===== config.mk =====
export PLATFORM = sky130hd
export DESIGN_NAME = mul_pipe
export DESIGN_NICKNAME = d
export VERILOG_FILES = /design/src/ex_pkg.sv /design/src/mul_pipe.sv
export SDC_FILE = /design/constraint.sdc
export NUM_CORES = 2
export LEC_CHECK = 0
export BUFFER_PORTS_ARGS = -buffer_cell sky130_fd_sc_hd__buf_2
export CORE_MARGIN = 2
export CORE_UTILIZATION = 44
export DETAILED_ROUTE_END_ITERATION = 8
export PLACE_DENSITY = 0.59
export SYNTH_ARGS = -nofsm -noshare
export SYNTH_HDL_FRONTEND = slang
export SYNTH_SLANG_ARGS = --single-unit

===== constraint.sdc =====
create_clock -name clk -period 10.7 [get_ports clk]
set_input_delay 1.07 -clock clk [delete_from_list [all_inputs] [get_ports clk]]
set_output_delay 1.07 -clock clk [all_outputs]
set_load 0.01 [all_outputs]

===== src/ex_pkg.sv =====
package ex_pkg;

    // datapath sizing
    localparam int XLEN       = 32;
    localparam int TAG_W      = 4;
    localparam int IN_DEPTH   = 4;
    localparam int OUT_DEPTH  = 8;
    localparam int DIV_CYCLES = 32;

    localparam int IN_PTR_W  = $clog2(IN_DEPTH);
    localparam int OUT_PTR_W = $clog2(OUT_DEPTH);
    localparam int DIV_CNT_W = $clog2(DIV_CYCLES);
    // wide enough that consumer grants never wrap within a run
    localparam int OCRED_W   = 16;

    // alu_op encodings from the decode stage
    localparam logic [1:0] ALU_OP_LS = 2'b00;
    localparam logic [1:0] ALU_OP_I  = 2'b01;
    localparam logic [1:0] ALU_OP_R  = 2'b11;
    localparam logic [1:0] ALU_OP_B  = 2'b10;

    // base codes are {fun7[5], fun3}, M codes carry bit 4
    typedef enum logic [4:0] {
        ADD  = 5'b00000, SLL  = 5'b00001, SLT    = 5'b00010, SLTU  = 5'b00011,
        XOR  = 5'b00100, SRL  = 5'b00101, OR     = 5'b00110, AND   = 5'b00111,
        SUB  = 5'b01000, SRA  = 5'b01101,
        MUL  = 5'b10000, MULH = 5'b10001, MULHSU = 5'b10010, MULHU = 5'b10011,
        DIV  = 5'b10100, DIVU = 5'b10101, REM    = 5'b10110, REMU  = 5'b10111
    } alu_t;

    typedef struct packed {
        logic       m;
        logic       alt;
        logic [2:0] f3;
    } op_fields_t;

    // same op word seen as an opcode or as raw fields
    typedef union packed {
        alu_t       op;
        op_fields_t f;
    } op_word_u;

endpackage : ex_pkg


===== src/mul_pipe.sv =====
module mul_pipe import ex_pkg::*; (
    input  logic             clk,
    input  logic             rst,
    input  logic             start,
    input  op_word_u         op,
    input  logic [XLEN-1:0]  a,
    input  logic [XLEN-1:0]  b,
    input  logic [TAG_W-1:0] tag,
    output logic             res_valid,
    output logic [XLEN-1:0]  res_data,
    output logic [TAG_W-1:0] res_tag
);

    logic                   s1_valid, s2_valid;
    logic signed [XLEN:0]   s1_a, s1_b;
    logic        [2:0]      s1_f3, s2_f3;
    logic [TAG_W-1:0]       s1_tag;
    logic signed [2*XLEN+1:0] s2_prod;
    logic                   a_sgn, b_sgn;

    // MULHU is fully unsigned, MULHSU only signs operand a
    assign a_sgn = (op.f.f3 != 3'b011);
    assign b_sgn = !op.f.f3[1];

    always_ff @(posedge clk) begin
        if (rst) begin
            s1_valid <= 1'b0;
            s2_valid <= 1'b0;
        end else begin
            s1_valid <= start;
            s2_valid <= s1_valid;
        end
    end

    // stage one extends, stage two multiplies
    always_ff @(posedge clk) begin
        s1_a    <= {a_sgn & a[XLEN-1], a};
        s1_b    <= {b_sgn & b[XLEN-1], b};
        s1_f3   <= op.f.f3;
        s1_tag  <= tag;
        s2_prod <= s1_a * s1_b;
        s2_f3   <= s1_f3;
        res_tag <= s1_tag;
    end

    assign res_valid = s2_valid;
    // low word only for plain MUL
    assign res_data  = (s2_f3 == 3'b000) ? s2_prod[XLEN-1:0] : s2_prod[2*XLEN-1:XLEN];

endmodule : mul_pipe

==> flow_summary.json <==
{
  "cts_buffers": 17,
  "cts_tree": "yes",
  "h-tree-depth": 4,
  "timing.critical_path.mode_cell": "fa_1",
  "tightest_slew_ns": 1.15,
  "fp-row-count": 113,
  "slew_headroom_pct": 23.4,
  "hold_path_class": "flip-flop to flip-flop",
  "tns_ns": 0,
  "cp.required_ns": 11.10,
  "first_pass_iters": 6,
  "die-area_um2": 97400,
  "clock_latency_ns": 0.52,
  "cts-resized-gates": 0,
  "final_area_um2": 44100,
  "period_minus_slack_ns": 8.82,
  "grt_usage_pct": 23.1,
  "crit_fanout": 18,
  "wl_per_cell_um": 18.9,
  "cp_top_family": "adder cells",
  "n_fill_cell": 9069,
  "layout.area.seq_um2": 2940,
  "synth_cells": 4369,
  "drive_above_1_share_pct": 5.93,
  "cts_hold_buf": 0,
  "fin_hold_ws_ns": 0.329,
  "synth-async-reset-ratio_pct": 0,
  "synth_edf_count": 0,
  "portBuffers": 110,
  "max_freq_mhz": 113,
  "setup_viol": 0,
  "vias": 28100,
  "die_w_um": 312,
  "post-route-util_pct": 46.7,
  "avgSynthCellArea_um2": 9.56,
  "slowest_stage": "dfxtp_1",
  "slew_viol_final": 0,
  "placed_area_um2": 43500,
  "cp_num_buf_inv": 5,
  "hold_viol": 0,
  "path_cells": "and2_1 -> fa_1 -> fa_1 -> fa_1 -> buf_4 -> inv_1 -> fa_1 -> fa_1 -> inv_1 -> fa_1 -> fa_1 -> inv_1 -> fa_1 -> inv_1 -> ha_1 -> nand4_1 -> nor3_1 -> nand4_1 -> or3_4 -> a31oi_4 -> o21ai_2 -> or4_1 -> o211a_1",
  "place_congestion": 0.867,
  "status": "completed",
  "drc": 0,
  "post_cts_buffers": 0,
  "crit_path_start_kind": "flip-flop",
  "clk_pin_slew_worst_paths_ns": 0.08,
  "grt_pass1_wl_um": 174000,
  "cap_violations": 0,
  "layout_commonest_cell": "fa_1",
  "drtIter0Drc": 1428,
  "post-dp-hpwl_um": 89500,
  "synth_nets": 5782,
  "fin_worst_skew_ns": 0.0288,
  "io_pins": 113,
  "clkSinkCount": 146,
  "grt_max_degree": 34,
  "via_per_inst": 5.00,
  "max_stage_delay_ns": 1.08,
  "grt_overflow": 0,
  "layout.nets": 5753,
  "syn_area_um2": 41800,
  "fin_crit_sh_pct": 82.4,
  "cts_root_buf": "clkbuf_16",
  "syn_to_final_growth_pct": 5.68,
  "die_h_um": 312,
  "worstPathArrival_ns": 9.22,
  "critical_path_class": "flip-flop to flip-flop",
  "core_region_area_um2": 94600,
  "start_util_pct": 44.2,
  "rsz0062_at_grt": "false",
  "synth_seq_area_share_pct": 7.00,
  "ys_ff_latch": 146,
  "multi_input_area_um2": 33900,
  "ys.flop_type": "dfxtp_1",
  "ys_types": 63,
  "routed_wl_um": 106000,
  "cp-end-kind": "flip-flop",
  "layout_common_cells": "fa_1 (1125), inv_1 (1095), nand2_1 (562), and2_1 (549), ha_1 (212)",
  "diodes": 0,
  "clockBufferDepth": 2,
  "ys_warn_count": 0,
  "antenna_left": 0,
  "antenna_found_initial": 0,
  "grt_pass1_vias": 30800
}
## worst register-to-register path: stages, from the launching register on
cell,delay [ns]
dfxtp_1,1.08
and2_1,0.27
fa_1,0.47
fa_1,0.50
fa_1,0.51
buf_4,0.23
inv_1,0.14
fa_1,1.05
fa_1,0.54
inv_1,0.09
fa_1,0.41
fa_1,0.49
inv_1,0.05
fa_1,0.47
inv_1,0.04
ha_1,0.37
nand4_1,0.18
nor3_1,0.39
nand4_1,0.17
or3_4,0.39
a31oi_4,0.20
o21ai_2,0.10
or4_1,0.47
o211a_1,0.14
## kinds of logic (layout without fill, tap and decap cells)
family | count (synthesis) | in the layout | share of synthesized area [%]
multiplexers | 33 | 33 | 0.887
AO/OA/AOI/OAI | 211 | 211 | 3.26
buffers and inverters | 1311 | 1295 | 11.8
flip-flops | 146 | 146 | 7.00
XOR/XNOR | 75 | 75 | 1.57
AND/OR/NAND/NOR | 1256 | 1256 | 15.2
adder cells (fa/ha/maj) | 1337 | 1337 | 60.3
## through the flow
stage,instances,worst slack [ns]
final,5618,1.88
after global routing,5618,1.34
after CTS,5618,1.87
after detailed placement,5586,1.89
after global placement,5586,1.92
after floorplan,4369,2.90
## synth_stat cells, drive strengths merged (2+ instances only)
master   number  area, um2
o211ai        2       15.0
nand3b        4       30.0
buf           5       26.3
dfxtp       146       2920
and3          7       45.1
a211o         5       45.0
nand2       563       2120
o31ai         4       30.0
a211oi        4       30.0
ha          212       2650
o21bai       16        120
o311ai        2       17.5
and2b         2       16.3
a21boi        5       37.5
nand4         8       50.1
inv        1095       4110
o221ai        4       35.0
clkbuf      211        802
nand2b       10       62.6
nor4          2       12.5
a31oi         5       46.3
nand3        17       85.1
nor3         14       70.1
or4           2       15.0
a21oi        73        377
or3           7       48.8
o41ai         2       17.5
and2        549       3430
fa         1125      22500
nor2         38        143
a31o          2       17.5
o21a          7       52.6
a21o         29        219
o2111ai       3       26.3
mux2         32        360
xnor2        49        429
nor2b        29        181
xor2         26        228
o21ai        42        214
and4          2       18.8
## cell type report
cell class / instances / share of cell area (%)
timing repair buffer: 168 / 2.23
clock inverter: 15 / 0.419
inverter: 1095 / 9.31
sequential: 146 / 6.66
multi-input combinational: 2912 / 76.8
clock buffer: 17 / 0.964
tap: 1265 / 3.59
## per-layer routing
| layer | track usage (%) | vias to the layer above | wire length [um] |
|---|---|---|---|
| met5 | 0 | - | 0 |
| met4 | 5.20 | 0 | 2020 |
| met3 | 2.33 | 114 | 3990 |
| met2 | 39.9 | 590 | 53600 |
| met1 | 31.5 | 15000 | 46500 |
| li1 | - | 12400 | - |
## state kept, by name (all words and copies together) (netlist names)
name	cells
s2_prod	64
s1_a	33
s1_b	33
res_tag	4
s1_tag	4
s1_f3	3
s2_f3	3
res_valid	1
s1_valid	1
## worst paths after layout
path | start | endpoint | slack (ns) | cells past startpoint
min reg2reg | s1_f3[2]$_DFF_P_ | s2_f3[2]$_DFF_P_ | 0.33 | 0
min | s1_f3[2]$_DFF_P_ | s2_f3[2]$_DFF_P_ | 0.33 | 0
max | s1_b[5]$_DFF_P_ | s2_prod[61]$_DFF_P_ | 1.88 | 23
max reg2reg | s1_b[5]$_DFF_P_ | s2_prod[61]$_DFF_P_ | 1.88 | 23
Power is not shown: default switching activity piles up to over one toggle a cycle in this logic, so the estimate is an artifact.
