### config.mk
export PLATFORM = sky130hd
export DESIGN_NAME = div_iter
export DESIGN_NICKNAME = d
export VERILOG_FILES = /design/src/ex_pkg.sv /design/src/div_iter.sv
export SDC_FILE = /design/constraint.sdc
export NUM_CORES = 1
export LEC_CHECK = 0
export ABC_AREA = 1
export ABC_CLOCK_PERIOD_IN_PS = 1900
export BUFFER_PORTS_ARGS = -buffer_cell sky130_fd_sc_hd__clkbuf_2
export CORE_MARGIN = 2
export CORE_UTILIZATION = 40
export CTS_CLUSTER_DIAMETER = 80
export DETAILED_ROUTE_END_ITERATION = 8
export MAX_ROUTING_LAYER = met4
export RECOVER_POWER = 50
export SYNTH_ARGS = -nofsm -noshare
export SYNTH_HDL_FRONTEND = slang
export SYNTH_SLANG_ARGS = --single-unit
### constraint.sdc
create_clock -name clk -period 1.9 [get_ports clk]
set_input_delay 0 -clock clk [delete_from_list [all_inputs] [get_ports clk]]
set_output_delay 0 -clock clk [all_outputs]
set_load 0.02 [all_outputs]
### src/ex_pkg.sv
package ex_pkg;

    // datapath sizing
    localparam int XLEN       = 32;
    localparam int TAG_W      = 4;
    localparam int IN_DEPTH   = 4;
    localparam int OUT_DEPTH  = 8;
    localparam int DIV_CYCLES = 32;

    localparam int IN_PTR_W  = $clog2(IN_DEPTH);
    localparam int OUT_PTR_W = $clog2(OUT_DEPTH);
    localparam int DIV_CNT_W = $clog2(DIV_CYCLES);
    // wide enough that consumer grants never wrap within a run
    localparam int OCRED_W   = 16;

    // alu_op encodings from the decode stage
    localparam logic [1:0] ALU_OP_LS = 2'b00;
    localparam logic [1:0] ALU_OP_I  = 2'b01;
    localparam logic [1:0] ALU_OP_R  = 2'b11;
    localparam logic [1:0] ALU_OP_B  = 2'b10;

    // base codes are {fun7[5], fun3}, M codes carry bit 4
    typedef enum logic [4:0] {
        ADD  = 5'b00000, SLL  = 5'b00001, SLT    = 5'b00010, SLTU  = 5'b00011,
        XOR  = 5'b00100, SRL  = 5'b00101, OR     = 5'b00110, AND   = 5'b00111,
        SUB  = 5'b01000, SRA  = 5'b01101,
        MUL  = 5'b10000, MULH = 5'b10001, MULHSU = 5'b10010, MULHU = 5'b10011,
        DIV  = 5'b10100, DIVU = 5'b10101, REM    = 5'b10110, REMU  = 5'b10111
    } alu_t;

    typedef struct packed {
        logic       m;
        logic       alt;
        logic [2:0] f3;
    } op_fields_t;

    // same op word seen as an opcode or as raw fields
    typedef union packed {
        alu_t       op;
        op_fields_t f;
    } op_word_u;

endpackage : ex_pkg

### src/div_iter.sv
module div_iter import ex_pkg::*; (
    input  logic             clk,
    input  logic             rst,
    input  logic             start,
    input  op_word_u         op,
    input  logic [XLEN-1:0]  a,
    input  logic [XLEN-1:0]  b,
    input  logic [TAG_W-1:0] tag,
    output logic             busy,
    output logic             res_valid,
    output logic [XLEN-1:0]  res_data,
    output logic [TAG_W-1:0] res_tag
);

    logic [DIV_CNT_W-1:0] cnt;
    logic [XLEN-1:0]      quo, rem, dvs, dividend;
    logic                 is_rem, neg_q, neg_r, div0;
    logic [XLEN:0]        rem_sh, diff;
    logic                 take;
    logic                 a_neg, b_neg;
    logic [XLEN-1:0]      q_fix, r_fix;

    // DIV and REM are the signed forms
    assign a_neg = !op.f.f3[0] && a[XLEN-1];
    assign b_neg = !op.f.f3[0] && b[XLEN-1];

    // one restoring step per cycle
    assign rem_sh = {rem, quo[XLEN-1]};
    assign diff   = rem_sh - {1'b0, dvs};
    assign take   = (rem_sh >= {1'b0, dvs});

    always_ff @(posedge clk) begin
        if (rst) begin
            busy      <= 1'b0;
            cnt       <= '0;
            res_valid <= 1'b0;
        end else begin
            res_valid <= 1'b0;
            if (start) begin
                busy <= 1'b1;
                cnt  <= '0;
            end else if (busy) begin
                cnt <= cnt + 1'b1;
                if (cnt == DIV_CNT_W'(DIV_CYCLES - 1)) begin
                    busy      <= 1'b0;
                    res_valid <= 1'b1;
                end
            end
        end
    end

    always_ff @(posedge clk) begin
        if (start) begin
            quo      <= a_neg ? -a : a;
            dvs      <= b_neg ? -b : b;
            rem      <= '0;
            dividend <= a;
            is_rem   <= op.f.f3[1];
            neg_q    <= a_neg ^ b_neg;
            neg_r    <= a_neg;
            div0     <= (b == '0);
            res_tag  <= tag;
        end else if (busy) begin
            quo <= {quo[XLEN-2:0], take};
            rem <= take ? diff[XLEN-1:0] : rem_sh[XLEN-1:0];
        end
    end

    // signs go back on after the last step
    assign q_fix = neg_q ? -quo : quo;
    assign r_fix = neg_r ? -rem : rem;

    // most negative / -1 needs no special case, the magnitude path gives it
    always_comb begin
        if (is_rem) begin
            res_data = div0 ? dividend : r_fix;
        end else begin
            res_data = div0 ? '1 : q_fix;
        end
    end

endmodule : div_iter

==> summary.md <==
| Metric | Value |
|---|---|
| Fin crit period | around 2300 ps |
| Ys Warns | 0 |
| Commonest register cell after synthesis | edfxtp_1 |
| Worst Hold Class | primary input to register |
| Clock Tree Buf Depth | 2 |
| CTS tree | yes |
| Async S/R FF share, synth | 0% |
| Avg WL per Cell | 17.2 um |
| FMAX | 435 MHz |
| H-tree depth | 4 |
| Global-route wire length before repair | 70.3 mm |
| Seq/Total Area, Yosys | approximately a third |
| Final count of hold timing violations | 0 |
| Total Routing Usage GR | between 20 and 30% |
| Fin Setup TNS | -17330 ps |
| Sw Ratio | 32.4% |
| CORE AREA | 29700 um2 |
| Pleak | 9.29 nW |
| Mapped Nets | 2005 |
| Comb pwr share | 30.1% |
| Worst Path Max Fanout | 3 |
| TritonRoute pass-1 iters | 6 |
| Ports | roughly 110 |
| FF-to-FF setup slack | -340 ps |
| Port Buffers | 110 |
| Clk_skew | about 14 ps |
| Max_cap viols | 0 |
| Multi-input combinational cell area | about 8900 um2 |
| Crit path DAT | 2300 ps |
| RSZ-0062 raised after global routing | true |
| Worst path required time | 1900 ps |
| CTS Root Buffer Type | clkbuf_16 |
| Die height | about 180 um |
| Initial Util | between 40% and 50% |
| Avg Cell Area, Syn | 6.39 um2 |
| Dpl cells | between 2k and 3k |
| Final slew viol count | 0 |
| Rel. slew slack | between 30% and 40% |
| Status | finished with violations |
| Inserted Clock Buffers | 17 |
| Post-Layout Cell Count | 2755 |
| Most common cell after layout, fill and taps aside | nand2_1 |
| Final net count | 2467 |
| Area Growth Syn to Fin | 59.6% |
| Worst skew pair latency | 450 ps |
| Antenna fix cells | 0 |
| GRT overflow | 0 |
| Standard-cell rows | 63 |
| Failing checks | negative setup slack |
| DRC viols | 0 |
| Final setup fails | 65 |
| CTS clk-pin slew, worst paths | approximately 70 ps |
| HPWL Detailed | between 30 and 40 mm |
| Internal power | 7.41 mW |
| Die ar. | 31600 um2 |
| Cell area after synthesis | approximately 12000 um2 |
| Mapped Cells | 1890 |
| FILL cells | 2462 |
| Period Utilization, post-route | 121% |
| Post-synth EDFFs | 104 |
| Crit Path Class | register to primary output |
| Share of cells above drive strength 1 | 36.3% |
| Commonest non-fill, non-tap cells in the layout | 480 x nand2_1, 265 x buf_4, 233 x inv_1, 151 x nor2_1, 112 x nand3_1 |
| Register bit total from synthesis | ~140 |
| Clock sinks | 143 |
| Yosys cell types | 45 |
| DR vias | 14.5k |
| Vias per cell | 5.26 |
| Final WL | 47.5 mm |
| Vias in the first global route | 13.4k |
| Worst setup EP type | primary output |
| Power share of the clock group | a little over a third |
| Maximum VDD drop | 0.000463 V |
| Placer Congestion | 0.928 |
| Worst setup margin | -401 ps |
| Initial antenna violation count | 0 |
| Die width | ~180 um |
| Pwr dens | 569 nW/um2 |
| Sequential power share | 34.6% |
| Pin count of the biggest net entering global routing | 57 |
| Slew at the pin closest to its max-slew limit | just over 1000 ps |
| Sequential Area | 3950 um2 |
| Post-route ant nets | 0 |
| Starting DRC count in detailed routing | 1480 |
| Critical path startpoint category | register |
| Sw power | 3.56 mW |
==> worst max-delay path, cell delays in order (launching register included) <==
cell and delay (ps):
dfxtp_2 340, inv_2 90, ha_4 160, nand3_4 90
nor2_4 170, buf_6 130, buf_6 90, nand4_1 170
xor2_1 190, nand2_1 70, nand3_2 80, nand2_2 90
nand2_2 50, buf_8 120
==> repair_timing <==
action	4_1_cts	5_1_grt
hold buffers	66	0
pin swaps	92	137
endpoints found under the setup margin	62	85
endpoints found under the hold margin	96	0
gates cloned	4	2
setup buffers	47	33
resized for setup	304	358
==> cells in the mapped netlist, drive strengths merged (2+ instances only) <==
| library cell | count | area share [%] |
|---|---|---|
| a21boi | 2 | 0.12 |
| a21oi | 49 | 2.0 |
| a31oi | 6 | 0.31 |
| and2 | 5 | 0.26 |
| buf | 19 | 0.95 |
| clkbuf | 33 | 1.0 |
| clkinv | 7 | 0.22 |
| dfxtp | 39 | 6.5 |
| edfxtp | 104 | 26 |
| ha | 38 | 3.9 |
| inv | 269 | 8.4 |
| nand2 | 605 | 19 |
| nand3 | 194 | 8.1 |
| nand3b | 8 | 0.50 |
| nand4 | 31 | 1.6 |
| nor2 | 216 | 7.0 |
| nor3 | 35 | 1.5 |
| nor3b | 2 | 0.12 |
| nor4 | 4 | 0.26 |
| o211ai | 5 | 0.31 |
| o21a | 5 | 0.31 |
| o21ai | 114 | 4.7 |
| o21bai | 3 | 0.19 |
| o221ai | 7 | 0.51 |
| o31ai | 6 | 0.37 |
| or2 | 7 | 0.36 |
| xnor2 | 27 | 2.0 |
| xor2 | 45 | 3.3 |
==> stage by stage <==
step | power, mW | area [um2] | util [%] | hold WS [ps] | setup WS (ps)
floorplan | 5.15 | 12200 | - | 76.1 | 0.845
global placement | 6.27 | 15000 | 50.4 | 177 | -378
detailed placement | 6.29 | 15000 | 50.4 | 179 | -411
CTS | 10.6 | 17800 | 59.9 | 1.88 | -368
global route | 11.4 | 19300 | 64.8 | 18.1 | -504
finish | 11.0 | 19300 | 64.8 | 8.72 | -401
==> cells by family (layout without fill, tap and decap cells) <==
group / Yosys count / in the layout / synth area share (%)
buffers and inverters: 328 / 803 / 10.6
AO/OA/AOI/OAI: 201 / 201 / 9.16
AND/OR/NAND/NOR: 1107 / 1107 / 38.6
flip-flops: 143 / 143 / 32.3
adder cells (fa/ha/maj): 39 / 39 / 4.10
XOR/XNOR: 72 / 72 / 5.22
==> power groups by stage <==
stage | registers, mW | clock network, mW | logic, mW
after floorplan | 3.80 | 0 | 1.35
after global placement | 3.83 | 0 | 2.44
after detailed placement | 3.83 | 0 | 2.46
after CTS | 3.77 | 3.91 | 2.91
after global routing | 3.81 | 4.03 | 3.55
final | 3.79 | 3.88 | 3.30
==> flip-flops by register name, summed over array words and instances (netlist names) <==
register / count
res_tag: 4
neg_q: 1
div0: 1
res_valid: 1
is_rem: 1
dividend: 32
rem: 32
quo: 32
busy: 1
cnt: 5
neg_r: 1
dvs: 32
==> final cells by class <==
cell class              count  area share [%]
clock buffers              17            2.21
clock inverters            15            1.20
inverters                 276            5.50
multi-input cells        1419            46.4
flip-flops and latches    143            20.5
well taps                 390            2.53
repair buffers            495            21.7
==> layer usage <==
metal / routed length, um / track usage (%) / vias up
met3: 3640 / 4.58 / 116
met2: 21600 / 45.2 / 641
met5: 0 / - / -
li1: - / - / 7037
met4: 1700 / 10.4 / 0
met1: 20500 / 39.9 / 6695
==> path summary, 6_finish.rpt <==
kind	from	to	cells past startpoint
max reg2reg	rem[10]$_SDFFE_PP0P_	rem[19]$_SDFFE_PP0P_	16
min	b[29]	div0$_DFFE_PP_	4
min reg2reg	cnt[4]$_SDFFE_PP0P_	cnt[4]$_SDFFE_PP0P_	2
max	rem[1]$_SDFFE_PP0P_	res_data[24]	13
No activity file was read; power rests on OpenSTA's default activity.
