$ cat src/ex_pkg.sv
package ex_pkg;

    // datapath sizing
    localparam int XLEN       = 32;
    localparam int TAG_W      = 4;
    localparam int IN_DEPTH   = 4;
    localparam int OUT_DEPTH  = 8;
    localparam int DIV_CYCLES = 32;

    localparam int IN_PTR_W  = $clog2(IN_DEPTH);
    localparam int OUT_PTR_W = $clog2(OUT_DEPTH);
    localparam int DIV_CNT_W = $clog2(DIV_CYCLES);
    // wide enough that consumer grants never wrap within a run
    localparam int OCRED_W   = 16;

    // alu_op encodings from the decode stage
    localparam logic [1:0] ALU_OP_LS = 2'b00;
    localparam logic [1:0] ALU_OP_I  = 2'b01;
    localparam logic [1:0] ALU_OP_R  = 2'b11;
    localparam logic [1:0] ALU_OP_B  = 2'b10;

    // base codes are {fun7[5], fun3}, M codes carry bit 4
    typedef enum logic [4:0] {
        ADD  = 5'b00000, SLL  = 5'b00001, SLT    = 5'b00010, SLTU  = 5'b00011,
        XOR  = 5'b00100, SRL  = 5'b00101, OR     = 5'b00110, AND   = 5'b00111,
        SUB  = 5'b01000, SRA  = 5'b01101,
        MUL  = 5'b10000, MULH = 5'b10001, MULHSU = 5'b10010, MULHU = 5'b10011,
        DIV  = 5'b10100, DIVU = 5'b10101, REM    = 5'b10110, REMU  = 5'b10111
    } alu_t;

    typedef struct packed {
        logic       m;
        logic       alt;
        logic [2:0] f3;
    } op_fields_t;

    // same op word seen as an opcode or as raw fields
    typedef union packed {
        alu_t       op;
        op_fields_t f;
    } op_word_u;

endpackage : ex_pkg

$ cat src/alu_control.sv
module alu_control import ex_pkg::*; (
    input  logic [2:0] fun3,
    input  logic [6:0] fun7,
    input  logic [1:0] alu_op,
    output alu_t       alu_ctrl,
    // set for any MUL/DIV/REM operation
    output logic       m_type,
    output logic       divide_instruction
);

    always_comb begin
        // defaults keep every path assigned
        alu_ctrl           = ADD;
        m_type             = 1'b0;
        divide_instruction = 1'b0;

        case (alu_op)
            ALU_OP_R: begin
                if (fun7[0]) begin
                    m_type = 1'b1;
                    case (fun3)
                        3'b000: alu_ctrl = MUL;
                        3'b001: alu_ctrl = MULH;
                        3'b010: alu_ctrl = MULHSU;
                        3'b011: alu_ctrl = MULHU;
                        3'b100: alu_ctrl = DIV;
                        3'b101: alu_ctrl = DIVU;
                        3'b110: alu_ctrl = REM;
                        default: alu_ctrl = REMU;
                    endcase
                    // upper half of fun3 is the divide group
                    divide_instruction = fun3[2];
                end else begin
                    alu_ctrl = alu_t'({1'b0, fun7[5], fun3});
                end
            end

            ALU_OP_I: begin
                // only shift right looks at fun7[5]
                if (fun3 == 3'b101) begin
                    alu_ctrl = alu_t'({1'b0, fun7[5], fun3});
                end else begin
                    alu_ctrl = alu_t'({2'b00, fun3});
                end
            end

            ALU_OP_LS: begin
                // address generation
                alu_ctrl = ADD;
            end

            default: begin
                // branch compare
                case (fun3[2:1])
                    2'b00, 2'b01: alu_ctrl = SUB;
                    2'b10:   alu_ctrl = SLT;
                    default: alu_ctrl = SLTU;
                endcase
            end
        endcase
    end

endmodule : alu_control

$ cat config.mk
export PLATFORM = sky130hd
export DESIGN_NAME = alu_control
export DESIGN_NICKNAME = d
export VERILOG_FILES = /design/src/ex_pkg.sv /design/src/alu_control.sv
export SDC_FILE = /design/constraint.sdc
export NUM_CORES = 1
export LEC_CHECK = 0
export BUFFER_PORTS_ARGS = -buffer_cell sky130_fd_sc_hd__buf_2
export CAP_MARGIN = 40
export CORE_AREA = 2 2 39 41
export DETAILED_ROUTE_END_ITERATION = 12
export DIE_AREA = 0 0 41 43
export SYNTH_ARGS = -nofsm -noshare
export SYNTH_HDL_FRONTEND = slang
export SYNTH_SLANG_ARGS = --single-unit
$ cat constraint.sdc
create_clock -name vclk -period 0.8
set_clock_uncertainty 0.05 [all_clocks]
set_input_delay 0.16 -clock vclk [all_inputs]
set_output_delay 0.16 -clock vclk [all_outputs]
set_load 0.1 [all_outputs]
==> results of run 1 <==
critical path, cell delays in order:
cell      delay [ns]
buf_8           0.11
nand3b_1        0.07
o21ai_1         0.07
a22o_4          0.25
buf_12          0.16
report_power, final:
group | internal (µW) | total, µW | switching, µW
Combinational | 180 | 396 | 215
Clock | 0 | 0 | 0
Sequential | 0 | 0 | 0
stage by stage:
stage                     worst slack, ns  setup TNS [ns]
final                              -0.229          -0.945
after global routing               -0.255           -1.06
after CTS                          -0.231          -0.977
after detailed placement           -0.316           -1.41
after global placement             -0.316           -1.38
after floorplan                    -0.335          -0.971
repair_timing:
action                                  in CTS  in global routing
endpoints found under the hold margin        0                  0
gates resized for setup                     18                 10
pin swaps                                    4                  6
endpoints found under the setup margin       7                  7
worst max path at each step:
stage | cells after the start | slack (ns) | start | to
finish | 5 | -0.23 | alu_op[0] | alu_ctrl[3]
global route | 5 | -0.25 | alu_op[0] | alu_ctrl[3]
CTS | 5 | -0.23 | alu_op[0] | alu_ctrl[3]
detailed placement | 5 | -0.32 | alu_op[0] | alu_ctrl[3]
global placement | 5 | -0.32 | alu_op[0] | alu_ctrl[3]
floorplan | 2 | -0.34 | fun7[0] | divide_instruction
layout make-up:
type,count,area [µm²],area share [%]
multi-input cells,15,166,33.3
repair buffers,21,313,62.7
well taps,16,20.0,4.01
metal layers:
layer	up-vias	global-route usage [%]	share of wire [%]
met4	0	0	0
met3	0	0.524	11
met5	-	0	0
met2	11	11.3	56
li1	98	-	-
met1	97	6.01	34
layout by cell type, fill, tap and decap left out:
| cell | Yosys | routed |
|---|---|---|
| o21ai_4 | 0 | 2 |
| o21ai_1 | 0 | 1 |
| nand2_1 | 4 | 1 |
| buf_4 | 0 | 2 |
| and3_4 | 0 | 2 |
| nand2_8 | 0 | 1 |
| nor3_2 | 0 | 1 |
| buf_8 | 0 | 3 |
| buf_12 | 0 | 9 |
| and2_4 | 0 | 2 |
| nand2_2 | 0 | 2 |
| buf_2 | 0 | 1 |
| buf_6 | 0 | 6 |
| a22o_4 | 0 | 1 |
| nand3b_1 | 1 | 1 |
| nand3_4 | 0 | 1 |
kinds of logic (layout without fill, tap and decap cells):
| kind of cell | count (synthesis) | in the layout | synth area share [%] |
|---|---|---|---|
| simple gates | 11 | 11 | 72.0 |
| compound gates | 4 | 4 | 27.9 |
| buf+inv | 0 | 21 | 0 |
==> metrics.cfg, run 1 <==
[synthesis]
syn_area_um2 = 85.1
ys_seq_area_share_pct = 0
yosysWarnings = 0
synth.area.top_cells = o21ai_0 18%, and3_2 18%, nand2_1 18%
yosysUniqueCellTypes = 9
syn_nets = 27
synth.most_common_cell = nand2_1
netlist_instances = 15
syn_avg_cell_area_um2 = 5.67
synth_top_area_share_pct = 17.6
synth_top_area_cell = o21ai_0
ys_top_cells_by_count = 4 x nand2_1, 3 x o21ai_0, 2 x and3_2

[clock_tree]
cts_setup_buffers = 0
hold_buffers = 0

[timing]
layout_setup_ws_ns = -0.229
rsz0062_at_grt = true
slew_headroom_pct = 89.2
fmax_mhz = 972
setup_violations = 7
finalHoldViolations = 0
min_period_over_period_pct = 129
hold_slack_ns = 0.665
slew_violations = 0
finalCriticalPeriod_ns = 1.03
worst_slew_pin_slew_ns = 0.161

[global_route]
grt_overflow = 0
grt_antenna_before_repair = 0
grt_max_degree = 7
grt_pass1_wl_um = 745
grt_util_all_layers_pct = 5.59
grt_pass1_vias = 185

[die]
fp.coreArea_um2 = 1380
dieArea_um2 = 1760
die_height_um = 43
die_x_um = 41
start_util_pct = 6.15
io-pin-count = 19
fp-row-count = 14

[finish]
seqCellArea_um2 = 0
drive_gt1_share_pct = 91.7
syn2layout_area_growth_pct = 487
nFlopsAndLatches = 0
utilization_pct = 36.1
final_area_um2 = 499
fin_cells = 52
nClkBuffers = 0
fillerInstances = 142
fin_nets = 50
antennaDiodeCount = 0

[status]
violations = negative setup slack
status = complete, but fails checks

[min_path]
hold_depth = 4
hold-path-endpoint = alu_ctrl[0]
hp-start = fun3[0]
hold_class = input port to output pin

[setup_path]
crit_path_end_kind = output pin
cp.required_ns = 0.59
path_max_fanout = 6
worstPathArrival_ns = 0.82
cp-start-kind = input port
criticalPathCategory = input port to output pin

[routing]
viasPerCell = 3.96
drc = 0
postRouteAntennaNets = 0
dr_total_vias = 206
first_pass_iters = 1
drtIter0Drc = 0
wire_per_inst_um = 10.3
wl_um = 533

[placed_design]
place_hpwl_um = 367
place_area_um2 = 392
io_buffer_count = 14
gp_congestion = 0.472
placed_cells = 52

[job]
max_cap_violations = 0

[power]
power_per_cell_area_nw_per_um2 = 793
power_uw = 396
leakage_uw = 0.000205
vdd_drop_max_uv = 221

No activity file was read; power rests on OpenSTA's default activity.
==> run 2, diff against run 1 <==
--- a/config.mk
+++ b/config.mk
@@ -10,6 +10,7 @@
 export CORE_AREA = 2 2 39 41
 export DETAILED_ROUTE_END_ITERATION = 12
 export DIE_AREA = 0 0 41 43
+export SKIP_LAST_GASP = 1
 export SYNTH_ARGS = -nofsm -noshare
 export SYNTH_HDL_FRONTEND = slang
 export SYNTH_SLANG_ARGS = --single-unit
==> metrics.cfg, run 2 (synthesis gave the netlist of run 1 again) <==
[status]
status = complete, but fails checks
violations = negative setup slack

[timing]
fmax_mhz = 972  ; about the same
layout_setup_ws_ns = -0.229  ; +0.0000920 ns
rsz0062_at_grt = true
slew_violations = 0  ; unchanged
min_period_over_period_pct = 129  ; about the same
worst_slew_pin_slew_ns = 0.161  ; +0.0000238 ns
finalCriticalPeriod_ns = 1.03  ; -0.0000920 ns
slew_headroom_pct = 89.2  ; about the same
setup_violations = 7  ; unchanged
finalHoldViolations = 0  ; unchanged

[global_route]
grt_max_degree = 7  ; unchanged
grt_antenna_before_repair = 0  ; unchanged
grt_util_all_layers_pct = 5.09  ; -0.50 points
grt_pass1_vias = 174  ; -5.9%
grt_pass1_wl_um = 690  ; -7.4%
grt_overflow = 0  ; unchanged

[routing]
viasPerCell = 3.96  ; unchanged
drc = 0  ; unchanged
postRouteAntennaNets = 0  ; unchanged
dr_total_vias = 206  ; unchanged
drt-met1-wl_um = 179  ; unchanged
wl_um = 520  ; -2.4%
drtIter0Drc = 0  ; unchanged
highest-signal-layer = met3
first_pass_iters = 1  ; unchanged
route.met2.wl_um = 277  ; -6.4%
wire_per_inst_um = 10.0  ; -2.4%
wl_met3_um = 63  ; +11%

[finish]
nFlopsAndLatches = 0  ; unchanged
nClkBuffers = 0  ; unchanged
final_common_cell = buf_12
seqCellArea_um2 = 0  ; unchanged
fin_cells = 52  ; unchanged
fin_nets = 50  ; unchanged
fillerInstances = 142  ; unchanged
layout.cells.most_common_list = 8 x buf_12, 6 x buf_6, 4 x buf_8
syn2layout_area_growth_pct = 481
drive_gt1_share_pct = 91.7  ; unchanged
antennaDiodeCount = 0  ; unchanged

[setup_path]
cp.required_ns = 0.59  ; about the same
path_delay_family = compound AO/OA/AOI/OAI gates
path_max_fanout = 6  ; unchanged
crit_path_end_kind = output pin
critical_path.cell_chain = buf_8 -> nand3b_1 -> o21ai_1 -> a22o_4 -> buf_12
crit_slowest_cell = a22o_4
worstPathArrival_ns = 0.82  ; about the same
cp_num_buf_inv = 2  ; unchanged
cp-start-kind = input port
max_stage_delay_ns = 0.25  ; about the same
criticalPathCategory = input port to output pin

[die]
io-pin-count = 19  ; unchanged
fp.coreArea_um2 = 1380  ; unchanged
fp-row-count = 14  ; unchanged
die_height_um = 43  ; unchanged
start_util_pct = 6.15  ; unchanged
die_x_um = 41  ; unchanged
dieArea_um2 = 1760  ; unchanged

[placed_design]
io_buffer_count = 14  ; unchanged
pre_cts_slack_ns = -0.316  ; unchanged
gp_congestion = 0.472  ; unchanged
place_hpwl_um = 367  ; unchanged
placed_cells = 52  ; unchanged

[power]
switching_share_pct = 54.7  ; +0.35 points
comb_power_share_pct = 100.0  ; about the same
power_per_cell_area_nw_per_um2 = 794  ; +0.15%
vdd_drop_max_uv = 221  ; about the same
p_switching_uw = 215  ; -0.21%
power_frac_seq_pct = 0  ; unchanged
p_int_uw = 178  ; -1.6%
pwr-share-clk_pct = 0  ; unchanged
leakage_uw = 0.000203  ; -0.97%

[min_path]
hp-start = fun3[0]
hold_depth = 4  ; unchanged
hold_class = input port to output pin
hold-path-endpoint = alu_ctrl[0]

[clock_tree]
cts_setup_buffers = 0  ; unchanged
hold_buffers = 0  ; unchanged

[job]
max_cap_violations = 0  ; unchanged

run 2: layout make-up:
class	count	area (µm²)	share of cell area, %
repair buffers	21	308	62.3
multi-input cells	15	166	33.7
well taps	16	20.0	4.05
run 2: how the worst max path moves through the flow:
stage | from | end | slack [ns] | cells after the start
floorplan | fun7[0] | divide_instruction | -0.34 | 2
finish | alu_op[0] | alu_ctrl[3] | -0.23 | 5
CTS | alu_op[0] | alu_ctrl[3] | -0.23 | 5
detailed placement | alu_op[0] | alu_ctrl[3] | -0.32 | 5
global route | alu_op[0] | alu_ctrl[3] | -0.25 | 5
global placement | alu_op[0] | alu_ctrl[3] | -0.32 | 5
run 2: metrics by stage:
step | total power [µW] | hold slack [ns] | utilization, % | setup TNS [ns] | instance area, µm²
CTS | 370 | 0.671 | 32.5 | -1.01 | 450
global route | 407 | 0.673 | 35.7 | -1.06 | 494
global placement | 338 | 0.680 | 28.3 | -1.38 | 392
finish | 392 | 0.658 | 35.7 | -0.942 | 494
floorplan | 187 | 0.452 | - | -0.971 | 144
detailed placement | 339 | 0.684 | 28.3 | -1.41 | 392
run 2: tightest hold or removal path, cell delays in order:
cell and delay, ns:
buf_2 0.09, nand2_2 0.06, o21ai_4 0.06, buf_12 0.17
run 2: repair_timing:
item,in CTS,in global routing
resized for setup,16,11
endpoints found under the setup margin,7,7
pin swaps,4,5
run 2: power groups by stage:
| stage | clock network [µW] | logic, µW | registers [µW] |
|---|---|---|---|
| after detailed placement | 0 | 339 | 0 |
| after global routing | 0 | 407 | 0 |
| after global placement | 0 | 338 | 0 |
| final | 0 | 392 | 0 |
| after CTS | 0 | 370 | 0 |
| after floorplan | 0 | 187 | 0 |
run 2: per-layer routing:
metal  track usage (%)  up-vias
met1              6.01       96
li1                  -       99
met4                 0        0
met5                 0        -
met2              9.69       11
met3             0.524        0
