===== src/ex_pkg.sv =====
package ex_pkg;

    // datapath sizing
    localparam int XLEN       = 32;
    localparam int TAG_W      = 4;
    localparam int IN_DEPTH   = 4;
    localparam int OUT_DEPTH  = 8;
    localparam int DIV_CYCLES = 32;

    localparam int IN_PTR_W  = $clog2(IN_DEPTH);
    localparam int OUT_PTR_W = $clog2(OUT_DEPTH);
    localparam int DIV_CNT_W = $clog2(DIV_CYCLES);
    // wide enough that consumer grants never wrap within a run
    localparam int OCRED_W   = 16;

    // alu_op encodings from the decode stage
    localparam logic [1:0] ALU_OP_LS = 2'b00;
    localparam logic [1:0] ALU_OP_I  = 2'b01;
    localparam logic [1:0] ALU_OP_R  = 2'b11;
    localparam logic [1:0] ALU_OP_B  = 2'b10;

    // base codes are {fun7[5], fun3}, M codes carry bit 4
    typedef enum logic [4:0] {
        ADD  = 5'b00000, SLL  = 5'b00001, SLT    = 5'b00010, SLTU  = 5'b00011,
        XOR  = 5'b00100, SRL  = 5'b00101, OR     = 5'b00110, AND   = 5'b00111,
        SUB  = 5'b01000, SRA  = 5'b01101,
        MUL  = 5'b10000, MULH = 5'b10001, MULHSU = 5'b10010, MULHU = 5'b10011,
        DIV  = 5'b10100, DIVU = 5'b10101, REM    = 5'b10110, REMU  = 5'b10111
    } alu_t;

    typedef struct packed {
        logic       m;
        logic       alt;
        logic [2:0] f3;
    } op_fields_t;

    // same op word seen as an opcode or as raw fields
    typedef union packed {
        alu_t       op;
        op_fields_t f;
    } op_word_u;

endpackage : ex_pkg


===== src/ex_sequencer.sv =====
module ex_sequencer import ex_pkg::*; (
    input  logic             clk,
    input  logic             rst,
    input  logic             in_valid,
    input  logic [1:0]       in_alu_op,
    input  logic [2:0]       in_fun3,
    input  logic [6:0]       in_fun7,
    input  logic [XLEN-1:0]  in_a,
    input  logic [XLEN-1:0]  in_b,
    input  logic [TAG_W-1:0] in_tag,
    output logic             in_credit,
    output logic [1:0]       dec_alu_op,
    output logic [2:0]       dec_fun3,
    output logic [6:0]       dec_fun7,
    input  op_word_u         dec_op,
    input  logic             dec_div,
    output logic             alu_start,
    output logic             mul_start,
    output logic             div_start,
    output op_word_u         iss_op,
    output logic [XLEN-1:0]  iss_a,
    output logic [XLEN-1:0]  iss_b,
    output logic [TAG_W-1:0] iss_tag,
    input  logic             div_busy,
    input  logic             alu_valid,
    input  logic [XLEN-1:0]  alu_data,
    input  logic [TAG_W-1:0] alu_tag,
    input  logic             mul_valid,
    input  logic [XLEN-1:0]  mul_data,
    input  logic [TAG_W-1:0] mul_tag,
    input  logic             div_valid,
    input  logic [XLEN-1:0]  div_data,
    input  logic [TAG_W-1:0] div_tag,
    output logic             out_valid,
    output logic [XLEN-1:0]  out_data,
    output logic [TAG_W-1:0] out_tag,
    input  logic             out_credit
);

    logic [1:0]       iq_alu_op [IN_DEPTH];
    logic [2:0]       iq_fun3   [IN_DEPTH];
    logic [6:0]       iq_fun7   [IN_DEPTH];
    logic [XLEN-1:0]  iq_a      [IN_DEPTH];
    logic [XLEN-1:0]  iq_b      [IN_DEPTH];
    logic [TAG_W-1:0] iq_tag    [IN_DEPTH];
    logic [XLEN-1:0]  oq_data   [OUT_DEPTH];
    logic [TAG_W-1:0] oq_tag    [OUT_DEPTH];

    logic [IN_PTR_W-1:0]  iq_wr, iq_rd;
    logic [IN_PTR_W:0]    iq_cnt;
    logic [OUT_PTR_W-1:0] oq_wr, oq_rd;
    logic [OUT_PTR_W:0]   oq_cnt, inflight;
    logic [OCRED_W-1:0]   ocred;
    logic                 to_alu, to_mul, to_div, room, dispatch;
    logic [1:0]           n_wr, off_mul, off_alu;

    // head of the input queue goes to the decoder
    assign dec_alu_op = iq_alu_op[iq_rd];
    assign dec_fun3   = iq_fun3[iq_rd];
    assign dec_fun7   = iq_fun7[iq_rd];

    // unit select from the field view
    assign to_alu = !dec_op.f.m;
    assign to_div = dec_op.f.m && dec_div;
    assign to_mul = dec_op.f.m && !dec_div;

    // every dispatched op owns a result queue slot
    assign room     = ({1'b0, inflight} + {1'b0, oq_cnt}) < (OUT_PTR_W + 2)'(OUT_DEPTH);
    assign dispatch = (iq_cnt != '0) && room && !(to_div && div_busy);

    assign alu_start = dispatch && to_alu;
    assign mul_start = dispatch && to_mul;
    assign div_start = dispatch && to_div;
    assign iss_op    = dec_op;
    assign iss_a     = iq_a[iq_rd];
    assign iss_b     = iq_b[iq_rd];
    assign iss_tag   = iq_tag[iq_rd];

    // write order is divider, multiplier, ALU
    assign off_mul = 2'(div_valid);
    assign off_alu = 2'(div_valid) + 2'(mul_valid);
    assign n_wr    = off_alu + 2'(alu_valid);

    assign out_valid = (oq_cnt != '0) && (ocred != '0);
    assign out_data  = oq_data[oq_rd];
    assign out_tag   = oq_tag[oq_rd];

    always_ff @(posedge clk) begin
        if (in_valid) begin
            iq_alu_op[iq_wr] <= in_alu_op;
            iq_fun3[iq_wr]   <= in_fun3;
            iq_fun7[iq_wr]   <= in_fun7;
            iq_a[iq_wr]      <= in_a;
            iq_b[iq_wr]      <= in_b;
            iq_tag[iq_wr]    <= in_tag;
        end
        if (div_valid) begin
            oq_data[oq_wr] <= div_data;
            oq_tag[oq_wr]  <= div_tag;
        end
        if (mul_valid) begin
            oq_data[oq_wr + OUT_PTR_W'(off_mul)] <= mul_data;
            oq_tag[oq_wr + OUT_PTR_W'(off_mul)]  <= mul_tag;
        end
        if (alu_valid) begin
            oq_data[oq_wr + OUT_PTR_W'(off_alu)] <= alu_data;
            oq_tag[oq_wr + OUT_PTR_W'(off_alu)]  <= alu_tag;
        end
    end

    always_ff @(posedge clk) begin
        if (rst) begin
            iq_wr     <= '0;
            iq_rd     <= '0;
            iq_cnt    <= '0;
            oq_wr     <= '0;
            oq_rd     <= '0;
            oq_cnt    <= '0;
            inflight  <= '0;
            ocred     <= '0;
            in_credit <= 1'b0;
        end else begin
            iq_wr    <= iq_wr + IN_PTR_W'(in_valid);
            iq_rd    <= iq_rd + IN_PTR_W'(dispatch);
            iq_cnt   <= iq_cnt + (IN_PTR_W + 1)'(in_valid) - (IN_PTR_W + 1)'(dispatch);
            oq_wr    <= oq_wr + OUT_PTR_W'(n_wr);
            oq_rd    <= oq_rd + OUT_PTR_W'(out_valid);
            oq_cnt   <= oq_cnt + (OUT_PTR_W + 1)'(n_wr) - (OUT_PTR_W + 1)'(out_valid);
            inflight <= inflight + (OUT_PTR_W + 1)'(dispatch) - (OUT_PTR_W + 1)'(n_wr);
            ocred    <= ocred + OCRED_W'(out_credit) - OCRED_W'(out_valid);
            // freed input slot goes back to the issuer
            in_credit <= dispatch;
        end
    end

endmodule : ex_sequencer


===== config.mk =====
export PLATFORM = sky130hd
export DESIGN_NAME = ex_sequencer
export DESIGN_NICKNAME = d
export VERILOG_FILES = /design/src/ex_pkg.sv /design/src/ex_sequencer.sv
export SDC_FILE = /design/constraint.sdc
export NUM_CORES = 1
export LEC_CHECK = 0
export BUFFER_PORTS_ARGS = -buffer_cell sky130_fd_sc_hd__buf_2
export CAP_MARGIN = 20
export CELL_PAD_IN_SITES_DETAIL_PLACEMENT = 0
export CELL_PAD_IN_SITES_GLOBAL_PLACEMENT = 1
export CORE_MARGIN = 8
export CORE_UTILIZATION = 49
export DETAILED_ROUTE_END_ITERATION = 16
export PLACE_DENSITY_LB_ADDON = 0.1
export REMOVE_ABC_BUFFERS = 1
export SLEW_MARGIN = 20
export SYNTH_ARGS = -nofsm -noshare
export SYNTH_HDL_FRONTEND = slang
export SYNTH_SLANG_ARGS = --single-unit

===== constraint.sdc =====
create_clock -name clk -period 20.2 [get_ports clk]
set_input_delay 3.03 -clock clk [delete_from_list [all_inputs] [get_ports clk]]
set_output_delay 3.03 -clock clk [all_outputs]
set_load 0.02 [all_outputs]

==> results.ini, run 1 <==
[critical_path]
worst_setup_path_end_kind=output port
cp_max_fo=5
critical_path_required_ns=17.17
criticalPathCategory=primary input to output port
worst_setup_path_start_kind=primary input
arrival_ns=4.32

[synth]
ys_warn_count=0
postSynthRegisterBits=646
post_synth_top_area_share=0.581
part_of_the_yosys_area_used_for_sequential_elements=0.605
yosys-top-cells-area=sky130_fd_sc_hd__edfxtp_1, sky130_fd_sc_hd__mux4_2, sky130_fd_sc_hd__mux2i_1
synthFlopType=sky130_fd_sc_hd__edfxtp_1
netlist.top_cell.by_area=sky130_fd_sc_hd__edfxtp_1
syn_area_per_cell_um2=14.1
synthesis.area_mm2=0.0314
post_synthesis_async_set_or_reset_flop_share=0
post_synth_inst_count=2236
netlist-cell-type-count=49
synth-edff-count=608

[cts]
numClockSinks=646
clock_tree.buffer_depth=3
htreeDepth=3
cts_hold_repair.buffers=0
number_of_buffers_created_by_cts=71
root_buffer=sky130_fd_sc_hd__clkbuf_16
cts_resized=0
clk_latency_ns=0.61
clkSlewWorstSetupHoldPaths_ns=0.06
post-cts-setup-buffer-count=0
tritoncts=done

[grt]
antenna_found_initial=19
largest_net_degree_at_the_start_of_global_routing=74
track_usage=0.227
first_global_vias=19700
grt.overflow.total=0
wire_length_of_the_first_global_routing_pass_um=126000

[sta]
maxClockFrequency_mhz=136
clock_skew_ns=0.0131
final.hold.worst_slack_ns=0.593
fin_setup_tns_ns=0
unrepaired_setup_endpoints_after_global_routing=no
number_of_endpoints_with_negative_hold_slack_in_the_final_report=0
timing.slew.headroom=0.286
final.min_clock_period_ns=7.35
setup_viol_count_final=0
tightest_slew_ns=1.07
final.period_utilization=0.364
timing_max_transition_violations_final=0

[die]
chipWidth_um=269
ioPinCount=328
design.die.area_mm2=0.0725
floorplan.die.height_um=269
floorplan.initialDensity=0.491
floorplan.core_area_mm2=0.0640
floorplan.rows=93

[detailed_routing]
ant_nets=0
vias_per_std_cell=5.78
remaining_drc_errors=0
mean_routed_wirelength_per_cell_um=25.2
detail_route.first_pass.iterations=7
wl_um=84000
vias=19300
drt_first_iter_violations=1732

[finish]
layout.cells.non_filler=3329
area_delta_synth_final_pct=13.5
final_nets=2667
share_of_post_route_cells_with_drive_strength_above_1=0.274
final.fill_count=5202

[power_and_ir_drop]
pwr_density_cell_mw_per_mm2=130
p_leak_nw=13.0
vdd.ir_drop.worst_mv=0.102

[place]
place.detailed.instances=3192
routabilityCongestion=0.792
place_hpwl_um=48500
buffer_ports.inserted=319

[min_path]
timing.hold.worst.class=flip-flop to flip-flop

[flow_run]
max-cap-violations=0

[outcome]
status=finished, final reports clean

[cell type report]
cell class | instances | area, µm² | area share
inverter | 45 | 169 | 0.00473
tap | 855 | 1070 | 0.0300
clock inverter | 36 | 408 | 0.0114
timing repair buffer | 349 | 1820 | 0.0510
clock buffer | 90 | 1850 | 0.0518
antenna | 11 | 27.5 | 0.000771
multi-input combinational | 1297 | 11300 | 0.317
sequential | 646 | 19000 | 0.533
[worst paths after layout]
kind,start,end,slack (ns),depth (start not counted)
setup / recovery,dec_op[4],div_start,12.85,7
hold / removal,iq_cnt[1],iq_cnt[2],0.59,2
setup reg to reg,oq_wr[0],oq_tag[4][0],16.35,7
hold reg to reg,iq_cnt[1],iq_cnt[2],0.59,2
[cell families after synthesis]
group                      synth area share
AOI/OAI and AO/OA                    0.0555
DFF                                   0.605
and+or+nand+nor                      0.0550
xor gates and xnor gates            0.00557
buffers and inverters                0.0396
muxes                                 0.216
adders and majority gates            0.0236
[state kept, by name (all words and copies together) (netlist names)]
name	flops
oq_data	256
iq_alu_op	8
iq_b	128
iq_rd	2
oq_cnt	4
oq_wr	3
oq_tag	32
iq_fun7	28
ocred	16
iq_a	128
oq_rd	3
iq_wr	2
iq_tag	16
inflight	4
iq_cnt	3
iq_fun3	12
in_credit	1
[power by group]
part / switching (W) / internal [W] / leakage (nW)
Combinational: 0.000894 / 0.000637 / 6.00
Clock: 0.000548 / 0.000723 / 1.08
Sequential: 0.000107 / 0.00172 / 5.92
Total: 0.00155 / 0.00308 / 13.0
[layer usage]
metal | part of all wire | GRT usage | up-vias
li1 | - | - | 8750
met1 | 0.42 | 0.305 | 9681
met2 | 0.49 | 0.375 | 700
met3 | 0.072 | 0.0471 | 113
met4 | 0.019 | 0.0596 | 12
met5 | 0.00092 | 0 | -
[placed cells by master, fill, tap and decap left out, types with 4 or more instances in the layout]
cell                         count
sky130_fd_sc_hd__nand3_2         4
sky130_fd_sc_hd__clkinv_2        8
sky130_fd_sc_hd__nor2b_1        28
sky130_fd_sc_hd__o21ai_0       148
sky130_fd_sc_hd__nand2_1       155
sky130_fd_sc_hd__a211oi_1        4
sky130_fd_sc_hd__mux4_2        152
sky130_fd_sc_hd__a21o_1          5
sky130_fd_sc_hd__buf_2         319
sky130_fd_sc_hd__diode_2        11
sky130_fd_sc_hd__clkbuf_16      71
sky130_fd_sc_hd__nor2_1        179
sky130_fd_sc_hd__clkbuf_1       19
sky130_fd_sc_hd__nor3_4          4
sky130_fd_sc_hd__dfxtp_1        33
sky130_fd_sc_hd__clkinv_1       11
sky130_fd_sc_hd__ha_1           48
sky130_fd_sc_hd__buf_4          30
sky130_fd_sc_hd__dfxtp_4         4
sky130_fd_sc_hd__mux2_2         43
sky130_fd_sc_hd__a21oi_1       157
sky130_fd_sc_hd__fa_1            7
sky130_fd_sc_hd__edfxtp_1      608
sky130_fd_sc_hd__clkinvlp_4      4
sky130_fd_sc_hd__nand4_1         6
sky130_fd_sc_hd__xnor2_1        14
sky130_fd_sc_hd__xor2_1          6
sky130_fd_sc_hd__nor3_2          4
sky130_fd_sc_hd__mux2i_1       288
sky130_fd_sc_hd__bufinv_16       5
sky130_fd_sc_hd__and3_1          4
sky130_fd_sc_hd__inv_1          44
[stage by stage]
stage | utilization | setup slack (ns) | power (W) | area, µm²
after floorplan | - | 10.78 | 0.00291 | 30400
after global placement | 0.522 | 12.90 | 0.00338 | 33400
after detailed placement | 0.522 | 12.84 | 0.00341 | 33400
after CTS | 0.557 | 12.84 | 0.00468 | 35700
after global routing | 0.557 | 12.63 | 0.00486 | 35700
final | 0.558 | 12.85 | 0.00463 | 35700
[worst max-delay path, stage by stage]
cell	delay (ns)
sky130_fd_sc_hd__buf_2	0.12
sky130_fd_sc_hd__and3_1	0.16
sky130_fd_sc_hd__nor4_1	0.15
sky130_fd_sc_hd__o311ai_0	0.34
sky130_fd_sc_hd__inv_1	0.20
sky130_fd_sc_hd__and3_1	0.16
sky130_fd_sc_hd__buf_2	0.16
[cell usage after synthesis, drive strengths merged (14+ instances only)]
library cell and count:
dfxtp 38, edfxtp 608, ha 48, clkbuf 178, nor2 180, mux4 152
buf 70, inv 45, nand2 159, o21ai 148, nor2b 28, xnor2 14
mux2i 288, a21oi 157, mux2 43
(Power assumes the default switching activity.)
==> run 2, diff against run 1 <==
CORE_UTILIZATION = 45   (was 49)
clock period = 6.7 ns   (was 20.2 ns; I/O delays follow)
==> run 2 against run 1 <==
Cell count rose by 2.6%. Via count barely moved. Critical endpoint is now out_tag[2]. Non-clock buffer count rose by 6. Largest cell class unchanged. Worst setup slack got worse by 10 ns. Clock power rose to 3.2 times the previous value. Critical path type is now flip-flop to output port. Register-to-register slack got worse by 13 ns. Highest routed layer unchanged. Wire length rose by 1.7%. Clock-buffer cell count fell by 5.
==> results.ini, run 2 (synthesis results as in run 1) <==
[outcome]
status=finished, final reports clean

[detailed_routing]
ant_nets=0
vias_per_std_cell=5.63
detail_route.first_pass.iterations=5
drt_first_iter_violations=1590
wl_um=85400
vias=19200
mean_routed_wirelength_per_cell_um=25.0
remaining_drc_errors=0

[critical_path]
reg2reg_slack_ns=3.02
worstPathCellList=buf_4, mux4_2, mux2_2, buf_2
r2r_start=ocred[13]
r2r_end=ocred[9]
critical-path-slowest-cell=sky130_fd_sc_hd__dfxtp_4
arrival_ns=3.10
r2r.worst_path.cells=13
highest_cell_delay_on_the_worst_timing_path_ns=0.74
cp_max_fo=27
criticalPathCategory=flip-flop to output port
critical_path_required_ns=5.69
worst_setup_path_start_kind=flip-flop
worst_setup_path_end_kind=output port

[finish]
layout.cells.non_filler=3416
area_delta_synth_final_pct=14.7
final_cell_mix=sky130_fd_sc_hd__edfxtp_1, sky130_fd_sc_hd__buf_2, sky130_fd_sc_hd__mux2i_1
biggestRegsByFlops=oq_data (256), iq_a (128), iq_b (128)
final_nets=2674
largest_register_ffs=256
share_of_post_route_cells_with_drive_strength_above_1=0.278
design_area_mm2=0.0361
largest-register=oq_data
layout.cells.most_common=sky130_fd_sc_hd__edfxtp_1

[die]
floorplan.core_area_mm2=0.0697
floorplan.initialDensity=0.451
floorplan.die.height_um=280
design.die.area_mm2=0.0786
floorplan.rows=97
ioPinCount=328
chipWidth_um=280

[grt]
grt.overflow.total=0
track_usage=0.214
first_global_vias=19800
antenna_found_initial=17
largest_net_degree_at_the_start_of_global_routing=74
wire_length_of_the_first_global_routing_pass_um=127000

[place]
place.detailed.instances=3282
routabilityCongestion=0.799
buffer_ports.inserted=319
place_hpwl_um=51900
placedInstanceArea_mm2=0.0336

[cts]
number_of_buffers_created_by_cts=72
clk_latency_ns=0.63
clock_tree.buffer_depth=3
cts_hold_repair.buffers=0
root_buffer=sky130_fd_sc_hd__clkbuf_16
clkSlewWorstSetupHoldPaths_ns=0.06
tritoncts=done
post-cts-setup-buffer-count=0
htreeDepth=3
numClockSinks=646
cts_resized=0

[sta]
maxClockFrequency_mhz=244
final.min_clock_period_ns=4.10
setup_viol_count_final=0
unrepaired_setup_endpoints_after_global_routing=no
final.hold.worst_slack_ns=0.603
clock_skew_ns=0.0162
timing.slew.headroom=0.317
final.period_utilization=0.613
timing_max_transition_violations_final=0
number_of_endpoints_with_negative_hold_slack_in_the_final_report=0
tightest_slew_ns=1.02

[power_and_ir_drop]
vdd.ir_drop.worst_mv=0.256
pwr_density_cell_mw_per_mm2=396
p_leak_nw=13.2

[flow_run]
max-cap-violations=0

[min_path]
min_from=in_b[1]
worst_hold_path.endpoint=iq_b[1][1]
timing.hold.worst.class=primary input to flip-flop
worstHoldPathCells=1

## run 2: how the worst max path moves through the flow
stage	endpoint	slack, ns	start	cells past startpoint
floorplan	iq_a[0][0]	-0.70	in_valid	1
global placement	oq_tag[6][1]	2.02	mul_valid	8
detailed placement	oq_data[6][23]	1.96	mul_valid	8
CTS	out_tag[2]	2.46	oq_rd[0]	4
global route	out_tag[2]	2.37	oq_rd[0]	4
finish	out_tag[2]	2.60	oq_rd[0]	4
## run 2: critical path: cells and delay by family (launching register included)
| kind | cells | cell delay (ns) |
|---|---|---|
| buffers and inverters | 2 | 0.78 |
| multiplexers | 2 | 0.93 |
| flip-flops | 1 | 0.74 |
## run 2: cell type report
class,instances,area (µm²)
repair buffers,355,1900
inverters,45,169
well taps,940,1180
multi-input cells,1297,11300
clock buffers,85,1870
fillers,5921,33600
clock inverters,45,594
diodes,3,7.51
flip-flops and latches,646,19000
## run 2: report_power, final
part	internal, W	switching (W)
clock	0.00245	0.00166
combinational	0.00193	0.00271
sequential	0.00520	0.000331
## run 2: through the flow
step | utilization | setup WS (ns) | power [W] | setup TNS (ns)
5_1_grt | 0.518 | 2.37 | 0.0150 | 0
4_1_cts | 0.517 | 2.46 | 0.0145 | 0
2_1_floorplan | - | -0.699 | 0.00877 | -67.91
6_report | 0.518 | 2.60 | 0.0143 | 0
3_3_place_gp | 0.482 | 2.02 | 0.0102 | 0
3_5_place_dp | 0.482 | 1.96 | 0.0103 | 0
## run 2: routing by layer
layer	wire, µm	GRT usage
met5	27	0
met4	1480	0.0520
met3	5340	0.0417
met2	42500	0.358
met1	36100	0.286
